==> config.mk <==
export PLATFORM = sky130hd
export DESIGN_NAME = controlUnit
export DESIGN_NICKNAME = d
export VERILOG_FILES = /design/src/ctrlPkg.sv /design/src/isaPkg.sv /design/src/controlUnit.sv /design/src/controlWordGen.sv /design/src/instrDecoder.sv /design/src/mainSequencer.sv
export VERILOG_INCLUDE_DIRS = /design/src /design/src/src
export SDC_FILE = /design/constraint.sdc
export NUM_CORES = 1
export LEC_CHECK = 0
export BUFFER_PORTS_ARGS = -buffer_cell sky130_fd_sc_hd__buf_4
export CAP_MARGIN = 20
export CORE_ASPECT_RATIO = 1.25
export CORE_MARGIN = 2
export CORE_UTILIZATION = 54
export DETAILED_ROUTE_END_ITERATION = 6
export PLACE_DENSITY = 0.79
export SLEW_MARGIN = 20
export SYNTH_ARGS = -nofsm -noshare
export SYNTH_HDL_FRONTEND = slang
export SYNTH_HIERARCHICAL = 1
export SYNTH_SLANG_ARGS = --single-unit
==> constraint.sdc <==
create_clock -name clk -period 2 [get_ports clk]
set_clock_uncertainty 0.2 [all_clocks]
set_input_delay 0.3 -clock clk [delete_from_list [all_inputs] [get_ports clk]]
set_output_delay 0.3 -clock clk [all_outputs]
set_load 0.03 [all_outputs]
==> src/ctrl_defines.svh <==
`ifndef CTRL_DEFINES_SVH
`define CTRL_DEFINES_SVH

// instruction field widths
`define OPCODE_W 6
`define FUNCT_W 6

// datapath control line widths
`define ALUOP_W 3
`define IORD_W 2
`define PCSRC_W 2
`define MEMTOREG_W 4
`define REGDST_W 2
`define ALUSRCB_W 2

`endif

==> src/ctrlPkg.sv <==
`default_nettype none

`include "ctrl_defines.svh"

package ctrlPkg;

    typedef enum logic [4:0] {
        stResetInit,
        stFetch,
        stFetchWait,
        stIrLoad,
        stDecode,
        stAddExec,
        stAddWb,
        stImmExec,
        stImmWb,
        stMemAddr,
        stLwRead,
        stLwWait,
        stLwMdr,
        stLwWb,
        stSwWrite,
        stBranchCmp,
        stBranchEq,
        stBranchNe,
        stJalLink,
        stJump,
        stExcOvf,
        stExcIll,
        stExcWait,
        stExcMdr,
        stExcVector
    } stateT;

    typedef enum logic [`PCSRC_W-1:0] {
        pcAlu        = 2'd0,
        pcAluOut     = 2'd1,
        pcJumpTarget = 2'd2,
        pcExcVector  = 2'd3
    } pcSrcT;

    // encodings follow the datapath write-back mux
    typedef enum logic [`MEMTOREG_W-1:0] {
        wbAluOut = 4'd0,
        wbMdr    = 4'd1,
        wbPcLink = 4'd6,
        wbSpInit = 4'd7
    } memtoRegT;

    typedef enum logic [`REGDST_W-1:0] {
        dstRt = 2'd0,
        dstRd = 2'd1,
        dstRa = 2'd2,
        dstSp = 2'd3
    } regDstT;

    typedef enum logic [`IORD_W-1:0] {
        adrPc     = 2'd0,
        adrAluOut = 2'd1,
        adrIllVec = 2'd2,
        adrOvfVec = 2'd3
    } iorDT;

endpackage

`default_nettype wire

==> src/isaPkg.sv <==
`default_nettype none

`include "ctrl_defines.svh"

package isaPkg;

    typedef logic [`OPCODE_W-1:0] opcodeT;
    typedef logic [`FUNCT_W-1:0] functT;

    // opcodes
    localparam opcodeT OP_RTYPE = 6'h00;
    localparam opcodeT OP_J     = 6'h02;
    localparam opcodeT OP_JAL   = 6'h03;
    localparam opcodeT OP_BEQ   = 6'h04;
    localparam opcodeT OP_BNE   = 6'h05;
    localparam opcodeT OP_ADDI  = 6'h08;
    localparam opcodeT OP_ADDIU = 6'h09;
    localparam opcodeT OP_LW    = 6'h23;
    localparam opcodeT OP_SW    = 6'h2b;

    localparam functT FN_ADD = 6'h20; // only R-type kept

    typedef enum logic [3:0] {
        clsAdd,
        clsAddi,
        clsAddiu,
        clsLw,
        clsSw,
        clsBeq,
        clsBne,
        clsJ,
        clsJal,
        clsIllegal
    } instrClassT;

endpackage

`default_nettype wire

==> src/controlUnit.sv <==
`timescale 1ns/1ns
`default_nettype none

`include "ctrl_defines.svh"

module controlUnit (
    input  wire                        clk,
    input  wire                        arstN,
    input  isaPkg::opcodeT             opcode,
    input  isaPkg::functT              funct,
    input  logic                       overflow,
    output logic                       pcWriteCond,
    output logic                       pcWrite,
    output logic                       eqOrNe,
    output logic                       memReadWrite,
    output logic                       irWrite,
    output logic                       regWrite,
    output logic                       regALoad,
    output logic                       regBLoad,
    output logic                       aluSrcA,
    output logic                       epcWrite,
    output logic                       aluOutWrite,
    output logic                       mdrLoad,
    output ctrlPkg::regDstT            regDst,
    output logic [`ALUSRCB_W-1:0]      aluSrcB,
    output ctrlPkg::iorDT              iorD,
    output logic [`ALUOP_W-1:0]        aluOp,
    output ctrlPkg::pcSrcT             pcSrc,
    output ctrlPkg::memtoRegT          memtoReg
);

    isaPkg::instrClassT instrClass;
    ctrlPkg::stateT state;

    instrDecoder decoder_i (
        .opcode    (opcode),
        .funct     (funct),
        .instrClass(instrClass)
    );

    mainSequencer sequencer_i (
        .clk       (clk),
        .arstN     (arstN),
        .instrClass(instrClass),
        .overflow  (overflow),
        .state     (state)
    );

    // outputs lag state by one clock
    controlWordGen wordGen_i (
        .clk         (clk),
        .arstN       (arstN),
        .state       (state),
        .pcWriteCond (pcWriteCond),
        .pcWrite     (pcWrite),
        .eqOrNe      (eqOrNe),
        .memReadWrite(memReadWrite),
        .irWrite     (irWrite),
        .regWrite    (regWrite),
        .regALoad    (regALoad),
        .regBLoad    (regBLoad),
        .aluSrcA     (aluSrcA),
        .epcWrite    (epcWrite),
        .aluOutWrite (aluOutWrite),
        .mdrLoad     (mdrLoad),
        .regDst      (regDst),
        .aluSrcB     (aluSrcB),
        .iorD        (iorD),
        .aluOp       (aluOp),
        .pcSrc       (pcSrc),
        .memtoReg    (memtoReg)
    );

endmodule

`default_nettype wire

==> src/controlWordGen.sv <==
`timescale 1ns/1ns
`default_nettype none

`include "ctrl_defines.svh"

module controlWordGen (
    input  wire                        clk,
    input  wire                        arstN,
    input  ctrlPkg::stateT             state,
    output logic                       pcWriteCond,
    output logic                       pcWrite,
    output logic                       eqOrNe,
    output logic                       memReadWrite,
    output logic                       irWrite,
    output logic                       regWrite,
    output logic                       regALoad,
    output logic                       regBLoad,
    output logic                       aluSrcA,
    output logic                       epcWrite,
    output logic                       aluOutWrite,
    output logic                       mdrLoad,
    output ctrlPkg::regDstT            regDst,
    output logic [`ALUSRCB_W-1:0]      aluSrcB,
    output ctrlPkg::iorDT              iorD,
    output logic [`ALUOP_W-1:0]        aluOp,
    output ctrlPkg::pcSrcT             pcSrc,
    output ctrlPkg::memtoRegT          memtoReg
);

    localparam logic [`ALUOP_W-1:0] ALU_ADD = 3'd1;
    localparam logic [`ALUOP_W-1:0] ALU_SUB = 3'd2;

    localparam logic [`ALUSRCB_W-1:0] SRCB_REG  = 2'd0;
    localparam logic [`ALUSRCB_W-1:0] SRCB_FOUR = 2'd1;
    localparam logic [`ALUSRCB_W-1:0] SRCB_IMM  = 2'd2;
    localparam logic [`ALUSRCB_W-1:0] SRCB_OFS  = 2'd3; // shifted offset for branches

    logic pcWriteCondNxt, pcWriteNxt, eqOrNeNxt, memReadWriteNxt, irWriteNxt;
    logic regWriteNxt, regALoadNxt, regBLoadNxt, aluSrcANxt, epcWriteNxt;
    logic aluOutWriteNxt, mdrLoadNxt;
    logic [`ALUSRCB_W-1:0] aluSrcBNxt;
    logic [`ALUOP_W-1:0] aluOpNxt;
    ctrlPkg::regDstT regDstNxt;
    ctrlPkg::iorDT iorDNxt;
    ctrlPkg::pcSrcT pcSrcNxt;
    ctrlPkg::memtoRegT memtoRegNxt;

    always_comb begin
        pcWriteCondNxt  = 1'b0;
        pcWriteNxt      = 1'b0;
        eqOrNeNxt       = 1'b0;
        memReadWriteNxt = 1'b0; // read
        irWriteNxt      = 1'b0;
        regWriteNxt     = 1'b0;
        regALoadNxt     = 1'b0;
        regBLoadNxt     = 1'b0;
        aluSrcANxt      = 1'b0;
        epcWriteNxt     = 1'b0;
        aluOutWriteNxt  = 1'b0;
        mdrLoadNxt      = 1'b0;
        regDstNxt       = ctrlPkg::dstRt;
        aluSrcBNxt      = SRCB_REG;
        iorDNxt         = ctrlPkg::adrPc;
        aluOpNxt        = '0;
        pcSrcNxt        = ctrlPkg::pcAlu;
        memtoRegNxt     = ctrlPkg::wbAluOut;

        case (state)
            ctrlPkg::stResetInit: begin
                regWriteNxt = 1'b1;
                regDstNxt   = ctrlPkg::dstSp;
                memtoRegNxt = ctrlPkg::wbSpInit;
            end
            ctrlPkg::stFetch: begin
                pcWriteNxt = 1'b1; // pc + 4
                aluSrcBNxt = SRCB_FOUR;
                aluOpNxt   = ALU_ADD;
            end
            ctrlPkg::stIrLoad: irWriteNxt = 1'b1;
            ctrlPkg::stDecode: begin
                regALoadNxt    = 1'b1;
                regBLoadNxt    = 1'b1;
                aluSrcBNxt     = SRCB_OFS; // branch target into aluOut
                aluOpNxt       = ALU_ADD;
                aluOutWriteNxt = 1'b1;
            end
            ctrlPkg::stAddExec: begin
                aluSrcANxt     = 1'b1;
                aluOpNxt       = ALU_ADD;
                aluOutWriteNxt = 1'b1;
            end
            ctrlPkg::stImmExec, ctrlPkg::stMemAddr: begin
                aluSrcANxt     = 1'b1;
                aluSrcBNxt     = SRCB_IMM;
                aluOpNxt       = ALU_ADD;
                aluOutWriteNxt = 1'b1;
            end
            ctrlPkg::stAddWb: begin
                regWriteNxt = 1'b1;
                regDstNxt   = ctrlPkg::dstRd;
            end
            ctrlPkg::stImmWb: regWriteNxt = 1'b1;
            ctrlPkg::stLwRead, ctrlPkg::stLwWait: iorDNxt = ctrlPkg::adrAluOut;
            ctrlPkg::stLwMdr: begin
                iorDNxt    = ctrlPkg::adrAluOut;
                mdrLoadNxt = 1'b1;
            end
            ctrlPkg::stLwWb: begin
                regWriteNxt = 1'b1;
                memtoRegNxt = ctrlPkg::wbMdr;
            end
            ctrlPkg::stSwWrite: begin
                iorDNxt         = ctrlPkg::adrAluOut;
                memReadWriteNxt = 1'b1;
            end
            ctrlPkg::stBranchCmp, ctrlPkg::stBranchEq, ctrlPkg::stBranchNe: begin
                // compare rs and rt, zero flag decides
                aluSrcANxt     = 1'b1;
                aluOpNxt       = ALU_SUB;
                pcSrcNxt       = ctrlPkg::pcAluOut;
                pcWriteCondNxt = (state != ctrlPkg::stBranchCmp);
                eqOrNeNxt      = (state == ctrlPkg::stBranchEq);
            end
            ctrlPkg::stJalLink: begin
                regWriteNxt = 1'b1;
                regDstNxt   = ctrlPkg::dstRa;
                memtoRegNxt = ctrlPkg::wbPcLink;
            end
            ctrlPkg::stJump: begin
                pcWriteNxt = 1'b1;
                pcSrcNxt   = ctrlPkg::pcJumpTarget;
            end
            ctrlPkg::stExcOvf, ctrlPkg::stExcIll: begin
                // epc gets pc - 4
                epcWriteNxt = 1'b1;
                aluSrcBNxt  = SRCB_FOUR;
                aluOpNxt    = ALU_SUB;
                if (state == ctrlPkg::stExcOvf) begin
                    iorDNxt = ctrlPkg::adrOvfVec;
                end else begin
                    iorDNxt = ctrlPkg::adrIllVec;
                end
            end
            ctrlPkg::stExcWait: iorDNxt = iorD; // keep vector address on the bus
            ctrlPkg::stExcMdr: begin
                iorDNxt    = iorD;
                mdrLoadNxt = 1'b1;
            end
            ctrlPkg::stExcVector: begin
                pcWriteNxt = 1'b1;
                pcSrcNxt   = ctrlPkg::pcExcVector;
            end
            default: ;
        endcase
    end

    always_ff @(posedge clk or negedge arstN) begin
        if (!arstN) begin
            // stack pointer init word
            pcWriteCond  <= 1'b0;
            pcWrite      <= 1'b0;
            eqOrNe       <= 1'b0;
            memReadWrite <= 1'b0;
            irWrite      <= 1'b0;
            regWrite     <= 1'b1;
            regALoad     <= 1'b0;
            regBLoad     <= 1'b0;
            aluSrcA      <= 1'b0;
            epcWrite     <= 1'b0;
            aluOutWrite  <= 1'b0;
            mdrLoad      <= 1'b0;
            regDst       <= ctrlPkg::dstSp;
            aluSrcB      <= SRCB_REG;
            iorD         <= ctrlPkg::adrPc;
            aluOp        <= '0;
            pcSrc        <= ctrlPkg::pcAlu;
            memtoReg     <= ctrlPkg::wbSpInit;
        end else begin
            pcWriteCond  <= pcWriteCondNxt;
            pcWrite      <= pcWriteNxt;
            eqOrNe       <= eqOrNeNxt;
            memReadWrite <= memReadWriteNxt;
            irWrite      <= irWriteNxt;
            regWrite     <= regWriteNxt;
            regALoad     <= regALoadNxt;
            regBLoad     <= regBLoadNxt;
            aluSrcA      <= aluSrcANxt;
            epcWrite     <= epcWriteNxt;
            aluOutWrite  <= aluOutWriteNxt;
            mdrLoad      <= mdrLoadNxt;
            regDst       <= regDstNxt;
            aluSrcB      <= aluSrcBNxt;
            iorD         <= iorDNxt;
            aluOp        <= aluOpNxt;
            pcSrc        <= pcSrcNxt;
            memtoReg     <= memtoRegNxt;
        end
    end

endmodule

`default_nettype wire

==> src/instrDecoder.sv <==
`timescale 1ns/1ns
`default_nettype none

module instrDecoder (
    input  isaPkg::opcodeT     opcode,
    input  isaPkg::functT      funct,
    output isaPkg::instrClassT instrClass
);

    always_comb begin
        case (opcode)
            isaPkg::OP_RTYPE: begin
                // add is the only R-type left
                if (funct == isaPkg::FN_ADD) begin
                    instrClass = isaPkg::clsAdd;
                end else begin
                    instrClass = isaPkg::clsIllegal;
                end
            end
            isaPkg::OP_ADDI:  instrClass = isaPkg::clsAddi;
            isaPkg::OP_ADDIU: instrClass = isaPkg::clsAddiu;
            isaPkg::OP_LW:    instrClass = isaPkg::clsLw;
            isaPkg::OP_SW:    instrClass = isaPkg::clsSw;
            isaPkg::OP_BEQ:   instrClass = isaPkg::clsBeq;
            isaPkg::OP_BNE:   instrClass = isaPkg::clsBne;
            isaPkg::OP_J:     instrClass = isaPkg::clsJ;
            isaPkg::OP_JAL:   instrClass = isaPkg::clsJal;
            default:          instrClass = isaPkg::clsIllegal; // undefined opcode
        endcase
    end

endmodule

`default_nettype wire

==> src/mainSequencer.sv <==
`timescale 1ns/1ns
`default_nettype none

module mainSequencer (
    input  wire                clk,
    input  wire                arstN,
    input  isaPkg::instrClassT instrClass,
    input  logic               overflow,
    output ctrlPkg::stateT     state
);

    ctrlPkg::stateT nextState;

    always_ff @(posedge clk or negedge arstN) begin
        if (!arstN) begin
            state <= ctrlPkg::stResetInit;
        end else begin
            state <= nextState;
        end
    end

    always_comb begin
        nextState = ctrlPkg::stFetch; // last state of every path
        case (state)
            ctrlPkg::stResetInit: nextState = ctrlPkg::stFetch;
            ctrlPkg::stFetch:     nextState = ctrlPkg::stFetchWait;
            ctrlPkg::stFetchWait: nextState = ctrlPkg::stIrLoad;
            ctrlPkg::stIrLoad:    nextState = ctrlPkg::stDecode;

            ctrlPkg::stDecode: begin
                case (instrClass)
                    isaPkg::clsAdd:   nextState = ctrlPkg::stAddExec;
                    isaPkg::clsAddi:  nextState = ctrlPkg::stImmExec;
                    isaPkg::clsAddiu: nextState = ctrlPkg::stImmExec;
                    isaPkg::clsLw:    nextState = ctrlPkg::stMemAddr;
                    isaPkg::clsSw:    nextState = ctrlPkg::stMemAddr;
                    isaPkg::clsBeq:   nextState = ctrlPkg::stBranchCmp;
                    isaPkg::clsBne:   nextState = ctrlPkg::stBranchCmp;
                    isaPkg::clsJ:     nextState = ctrlPkg::stJump;
                    isaPkg::clsJal:   nextState = ctrlPkg::stJalLink;
                    default:          nextState = ctrlPkg::stExcIll;
                endcase
            end

            ctrlPkg::stAddExec: begin
                if (overflow) begin
                    nextState = ctrlPkg::stExcOvf;
                end else begin
                    nextState = ctrlPkg::stAddWb;
                end
            end

            ctrlPkg::stImmExec: begin
                // addiu ignores overflow
                if (overflow && instrClass == isaPkg::clsAddi) begin
                    nextState = ctrlPkg::stExcOvf;
                end else begin
                    nextState = ctrlPkg::stImmWb;
                end
            end

            ctrlPkg::stMemAddr: begin
                if (instrClass == isaPkg::clsSw) begin
                    nextState = ctrlPkg::stSwWrite;
                end else begin
                    nextState = ctrlPkg::stLwRead;
                end
            end
            ctrlPkg::stLwRead: nextState = ctrlPkg::stLwWait;
            ctrlPkg::stLwWait: nextState = ctrlPkg::stLwMdr;
            ctrlPkg::stLwMdr:  nextState = ctrlPkg::stLwWb;

            ctrlPkg::stBranchCmp: begin
                if (instrClass == isaPkg::clsBeq) begin
                    nextState = ctrlPkg::stBranchEq;
                end else begin
                    nextState = ctrlPkg::stBranchNe;
                end
            end

            ctrlPkg::stJalLink: nextState = ctrlPkg::stJump;

            // both exception causes share the vector fetch
            ctrlPkg::stExcOvf: nextState = ctrlPkg::stExcWait;
            ctrlPkg::stExcIll: nextState = ctrlPkg::stExcWait;
            ctrlPkg::stExcWait: nextState = ctrlPkg::stExcMdr;
            ctrlPkg::stExcMdr:  nextState = ctrlPkg::stExcVector;

            default: nextState = ctrlPkg::stFetch;
        endcase
    end

endmodule

`default_nettype wire

### Word level (Yosys, flattened, before mapping)

Memory sizes are Yosys's and may differ from the RTL's.
Cells that the tools add are included.

| operators by class | value |
|---|---|
| add/subtract/negate cells | 0 |
| $mul | 0 |
| div/mod/pow operators | 0 |
| $lt $le $gt $ge | 0 |
| eq/ne operators | 37 |
| shift operators | 0 |
| mux-type cells | 25 |
| bitwise gates (word level) | 0 |
| reduce and logical (&&, ||, !) cells | 16 |

Operators by type and width:

| operator | count |
|---|---|
| $pmux W5 S15 | 1 |
| $eq A5 B5 Y1 const B | 9 |
| $eq A5 B4 Y1 const B | 8 |
| $pmux W4 S9 | 1 |
| $pmux W2 S3 | 4 |
| $eq A5 B3 Y1 const B | 4 |
| $eq A6 B6 Y1 const B | 3 |
| $reduce_or A5 Y1 | 3 |
| $mux W1 | 13 |
| $eq A6 B2 Y1 const B | 2 |
| $eq A6 B3 Y1 const B | 2 |
| $eq A6 B4 Y1 const B | 2 |
| $eq A5 B2 Y1 const B | 2 |
| $mux W5 | 2 |
| $pmux W3 S3 | 1 |
| $reduce_or A3 Y1 | 3 |
| $eq A4 B3 Y1 const B | 2 |
| $reduce_or A2 Y1 | 4 |
| $reduce_or A4 Y1 | 2 |
| $logic_not A6 Y1 | 1 |
| $reduce_or A6 Y1 | 1 |
| $eq A5 B1 Y1 const B | 1 |
| $logic_not A5 Y1 | 1 |
| $ne A5 B4 Y1 const B | 1 |
| other kinds (5) | 5 |

| word-level totals | value |
|---|---|
| register bits | 29 |
| bits in latches | 0 |
| memory bits (writable) | 0 |
| bits in read-only memories | 80 |
| bits of input ports | 15 |
| output and inout bits | 27 |
| memories | 1 |

Memory list:

| memory | words | width | read ports | clocked after Yosys merged registers in | write ports | RTL line | RTL |
|---|---|---|---|---|---|---|---|
| (name not given) | 16 | 5 | 1 | 0 | 0 | mainSequencer.sv:31 | `case (instrClass)` |

### Depth between registers and ports, before layout

| depth | value |
|---|---|
| depth after elaboration | 7 |
| depth in mapped cells | 11 |
| depth with buffers taken out | 10 |

### By module

The synthesis kept the hierarchy.

By module, submodules not included:

| module | instances | cells each | area each (um^2) | seq. area each (um^2) |
|---|---|---|---|---|
| controlWordGen | 1 | 105 | 1081.0 | 555.5 |
| mainSequencer | 1 | 70 | 581.8 | 125.1 |
| instrDecoder | 1 | 39 | 260.2 | 0.0 |

### Least setup slack after synthesis

OpenSTA, ideal clock, no wires.

| timing path | value |
|---|---|
| kind | input port to flip-flop |
| start | in opcode[1] |
| end | reg sequencer_i.state[2] |
| data arrival time | 2228 ps |
| required time | 1665 ps |
| path slack | -564 ps |
| cell stages on the path | 11 |
| path through | buf_4 > or3_4 > a31oi_1 > a2bb2oi_1 > a211o_1 > inv_1 > ha_1 > and2_1 > o311ai_1 > and3_1 > o221ai_2 |

| between the ends | value |
|---|---|
| word-level cells in the longest chain between the ends | 6 |
| elaborated cells between the ends (all ways) | 17 |
| classes of those cells | eq/ne: 10; mux: 4; reduce/logical: 2; memory: 1 |

RTL lines:

| element | RTL line | RTL |
|---|---|---|
| start, declared | controlUnit.sv:9 | `input isaPkg::opcodeT opcode,` |
| $eq A6 B2 Y1 (tied with other cells) | instrDecoder.sv:11 | `case (opcode)` |
| $pmux W4 S9 * | instrDecoder.sv:11 |  |
| net instrClass[0] | controlUnit.sv:32 | `isaPkg::instrClassT instrClass;` |
| parallel branches: the longest is 3 deep, another holds $mem_v2 Z16 W5 | -- |  |
| $pmux W5 S15 * | mainSequencer.sv:24 | `case (state)` |
| net sequencer_i.nextState[2] | mainSequencer.sv:12 | `ctrlPkg::stateT nextState;` |
| end signal, assigned | mainSequencer.sv:16 | `state <= ctrlPkg::stResetInit;` |
| end signal, assigned | mainSequencer.sv:18 | `state <= nextState;` |
| end, declared | mainSequencer.sv:9 | `output ctrlPkg::stateT state` |

Mark *: on every way through the listed nets, which the timed path passes.
A chain may end at the register's enable or synchronous reset.

### Worst setup path in the final report

| timing path | value |
|---|---|
| start | in opcode[3] |
| end | reg sequencer_i.state[2] |

Same word-level chain as after synthesis.

==> impl_metrics.ini <==
[global_route]
globalRoute.totalOverflow = 0
antenna_found_initial = 0
grt_pass1_vias = 1717
grt_pass1_wl_mm = 7.555
grt_usage_pct = 22.76
grt_max_degree = 28

[sta]
fmaxAchievable_ghz = 0.4454
timing.final.ws_setup_ns = -0.2453
fin_crit_sh_pct = 112.3
hold_violations = 0
rsz0062_at_grt = true
timing.hold.ws_ns = 0.2481
worst_slew_pin_slew_ns = 0.6483
period_minus_slack_ns = 2.245
slew_headroom_pct = 56.78
finalSetupViolCount = 5
finalMaxSlewViolations = 0

[die]
rows = 24
die_h_um = 70.72
pin_count = 42
core_area_um2 = 3453
dieArea_um2 = 4058
die_x_um = 57.38
initial_core_util_pct = 55.69

[clocking]
clkTransAtPathRegs_ns = 0.09
cts-root-buf = clkbuf_8
cts_buffer_depth = 2
tritoncts = yes
cts_buffers = 3
clkSinkCount = 27
clk_latency_ns = 0.27
h-tree-depth = 1

[synth]
synth_cell_types = 60
yosys.area.top_type = dfrtp_1
yosys_warnings = 6
ys.flop_type = dfrtp_1
synth_most_common_cell = dfrtp_1
synth_area_per_cell_um2 = 8.986
syn_area_um2 = 1923
synthTopCellsByArea = dfrtp_1 30%, dfstp_2 5.5%, buf_4 3.9%
synth-async-reset-ratio_pct = 100.0
netlist_top_cells_count = 23 x dfrtp_1, 17 x nor2_1, 11 x a21oi_1, 11 x nand2_1
ys_seq_area_share_pct = 35.39
synth_seq_cells = 27
synth_top_area_share_pct = 29.93
netlist_instances = 214
synth_edf_count = 0

[route]
vias = 1760
drtIter0Drc = 81
drc = 0
vias_per_cell = 5.809
wirelength_mm = 4.452
firstDrtPassIters = 4
wl_per_cell_um = 14.69
postRouteAntennaNets = 0

[power]
seq_power_share_pct = 31.6
vdd_ir_drop_max_mv = 0.8954
switchingPower_mw = 1.348
power_density_nw_per_um2 = 1161
p_clk_share_pct = 10.3
power_switching_share_pct = 45.87
leakage_nw = 1.131
p_int_mw = 1.590
combPwrFrac_pct = 58.0

[final_layout]
num_antenna_cells = 0
fin_nets = 285
utilization_pct = 73.26
multi_input_comb_area_um2 = 1177
synthToLayoutAreaGrowth_pct = 31.56
drive_gt1_share_pct = 40.91
final-seq-area_um2 = 680.7
fill_cells = 257

[placed_design]
port_buffers = 39
routabilityCongestion = 0.9153
place_hpwl_mm = 2.969

[setup_path]
path_max_fanout = 3
r2r_cells = 4
start_kind = primary input
crit_arrival_ns = 2.19
path_cells = buf_6, or3b_4, a21oi_2, o21bai_1, a21oi_2, buf_4, buf_4, ha_4, nor2_4, o311ai_2, and3_1, o221ai_2
r2r-end = sequencer_i/state[2]
rrSetupSlack_ns = 0.21
crit_type = in -> reg
required_ns = 1.94
endpoint_kind = flop
slowest_delay_ns = 0.38
reg2reg_from = sequencer_i/state[0]
worst_path_max_delay_cell = or3b_4

[run_status]
status = complete, but fails checks
violations = setup timing

[job]
maxCapViolCount = 0

[min_path]
hp-class = in -> reg
holdPathEnd = sequencer_i/state[4]
hp-start = overflow
min_path_cells = 4
==> layout by cell type, fill, tap and decap left out, drive strengths merged, types with 3 or more instances in the layout <==
cell type and n:
dfstp 4, nor3b 3, a21boi 4, and3 3, a22oi 3, o21ai 10, nand2b 7, nor4 5
o32ai 4, nand3b 6, nand2 11, buf 68, a21o 5, nor3 5, inv 8, clkbuf 3
xnor2 3, ha 5, nor2b 8, nand3 10, nor2 18, a31oi 4, a21oi 11, dfrtp 23
==> worst max-delay path: cells and delay by family <==
kind,cells,cell delay [ns]
adders and majority gates,1,0.16
AOI/OAI and AO/OA,5,0.76
buffers and inverters,3,0.36
and+or+nand+nor,3,0.62
==> layout make-up <==
class	instances	share of cell area, %
multi-input cells	156	46.54
flip-flops and latches	27	26.90
repair buffers	69	21.61
well taps	39	1.929
clock buffers	3	1.632
inverters	8	1.187
clock inverters	1	0.1978
==> sequential cells by signal, indices dropped and copies added (netlist names), 2 cells and up <==
name	flops
sequencer_i/state	5
wordGen_i/aluOp	2
wordGen_i/aluSrcB	2
wordGen_i/iorD	2
wordGen_i/memtoReg	2
wordGen_i/pcSrc	2
==> timing repair <==
item                                   4_1_cts  5_1_grt
endpoints found under the hold margin       23        0
hold buffers                                 1        0
resized for setup                           24       14
setup endpoints to repair                    5        5
pin swaps                                   21       18
buffers inserted                             4        0
==> power by group through the flow <==
stage	Sequential (mW)	Combinational (mW)	Clock [mW]
floorplan	1.06	1.12	0
global placement	0.928	1.61	0
detailed placement	0.937	1.64	0
CTS	0.927	1.68	0.311
global route	0.962	1.86	0.331
finish	0.930	1.70	0.304
==> cell families after synthesis <==
family | after synthesis | synth area share, %
simple gates | 89 | 27.78
compound gates | 55 | 20.04
fa+ha+maj | 5 | 3.253
xor+xnor | 4 | 1.822
mux | 1 | 0.5205
buf+inv | 32 | 10.99
other cells | 1 | 0.1950
flops | 27 | 35.39
==> how the worst max path moves through the flow <==
stage	start	to	slack, ns	cells after the start
after floorplan	opcode[5]	sequencer_i/state[2]	-0.55	11
after global placement	opcode[5]	sequencer_i/state[2]	-0.57	11
after detailed placement	opcode[0]	sequencer_i/state[2]	-0.66	11
after CTS	opcode[3]	sequencer_i/state[2]	-0.25	11
after global routing	opcode[3]	sequencer_i/state[2]	-0.33	12
final	opcode[3]	sequencer_i/state[2]	-0.25	12
==> metrics by stage <==
stage	setup WS (ns)	cell area (µm²)	std cells	TNS, ns	power (mW)
2_1_floorplan	-0.5489	1934	215	-1.139	2.184
3_3_place_gp	-0.5732	2290	296	-1.961	2.535
3_5_place_dp	-0.6641	2290	296	-2.257	2.581
4_1_cts	-0.2453	2484	304	-0.5151	2.921
5_1_grt	-0.3335	2530	303	-0.9009	3.148
6_report	-0.2453	2530	303	-0.5263	2.938
==> metal layers <==
| metal | share of wire [%] | global-route usage (%) |
|---|---|---|
| met4 | 1.3 | 7.752 |
| met2 | 56 | 41.41 |
| met1 | 40 | 27.91 |
| met3 | 3.5 | 1.463 |
| met5 | 0 | 0 |
(Power assumes the default switching activity.)
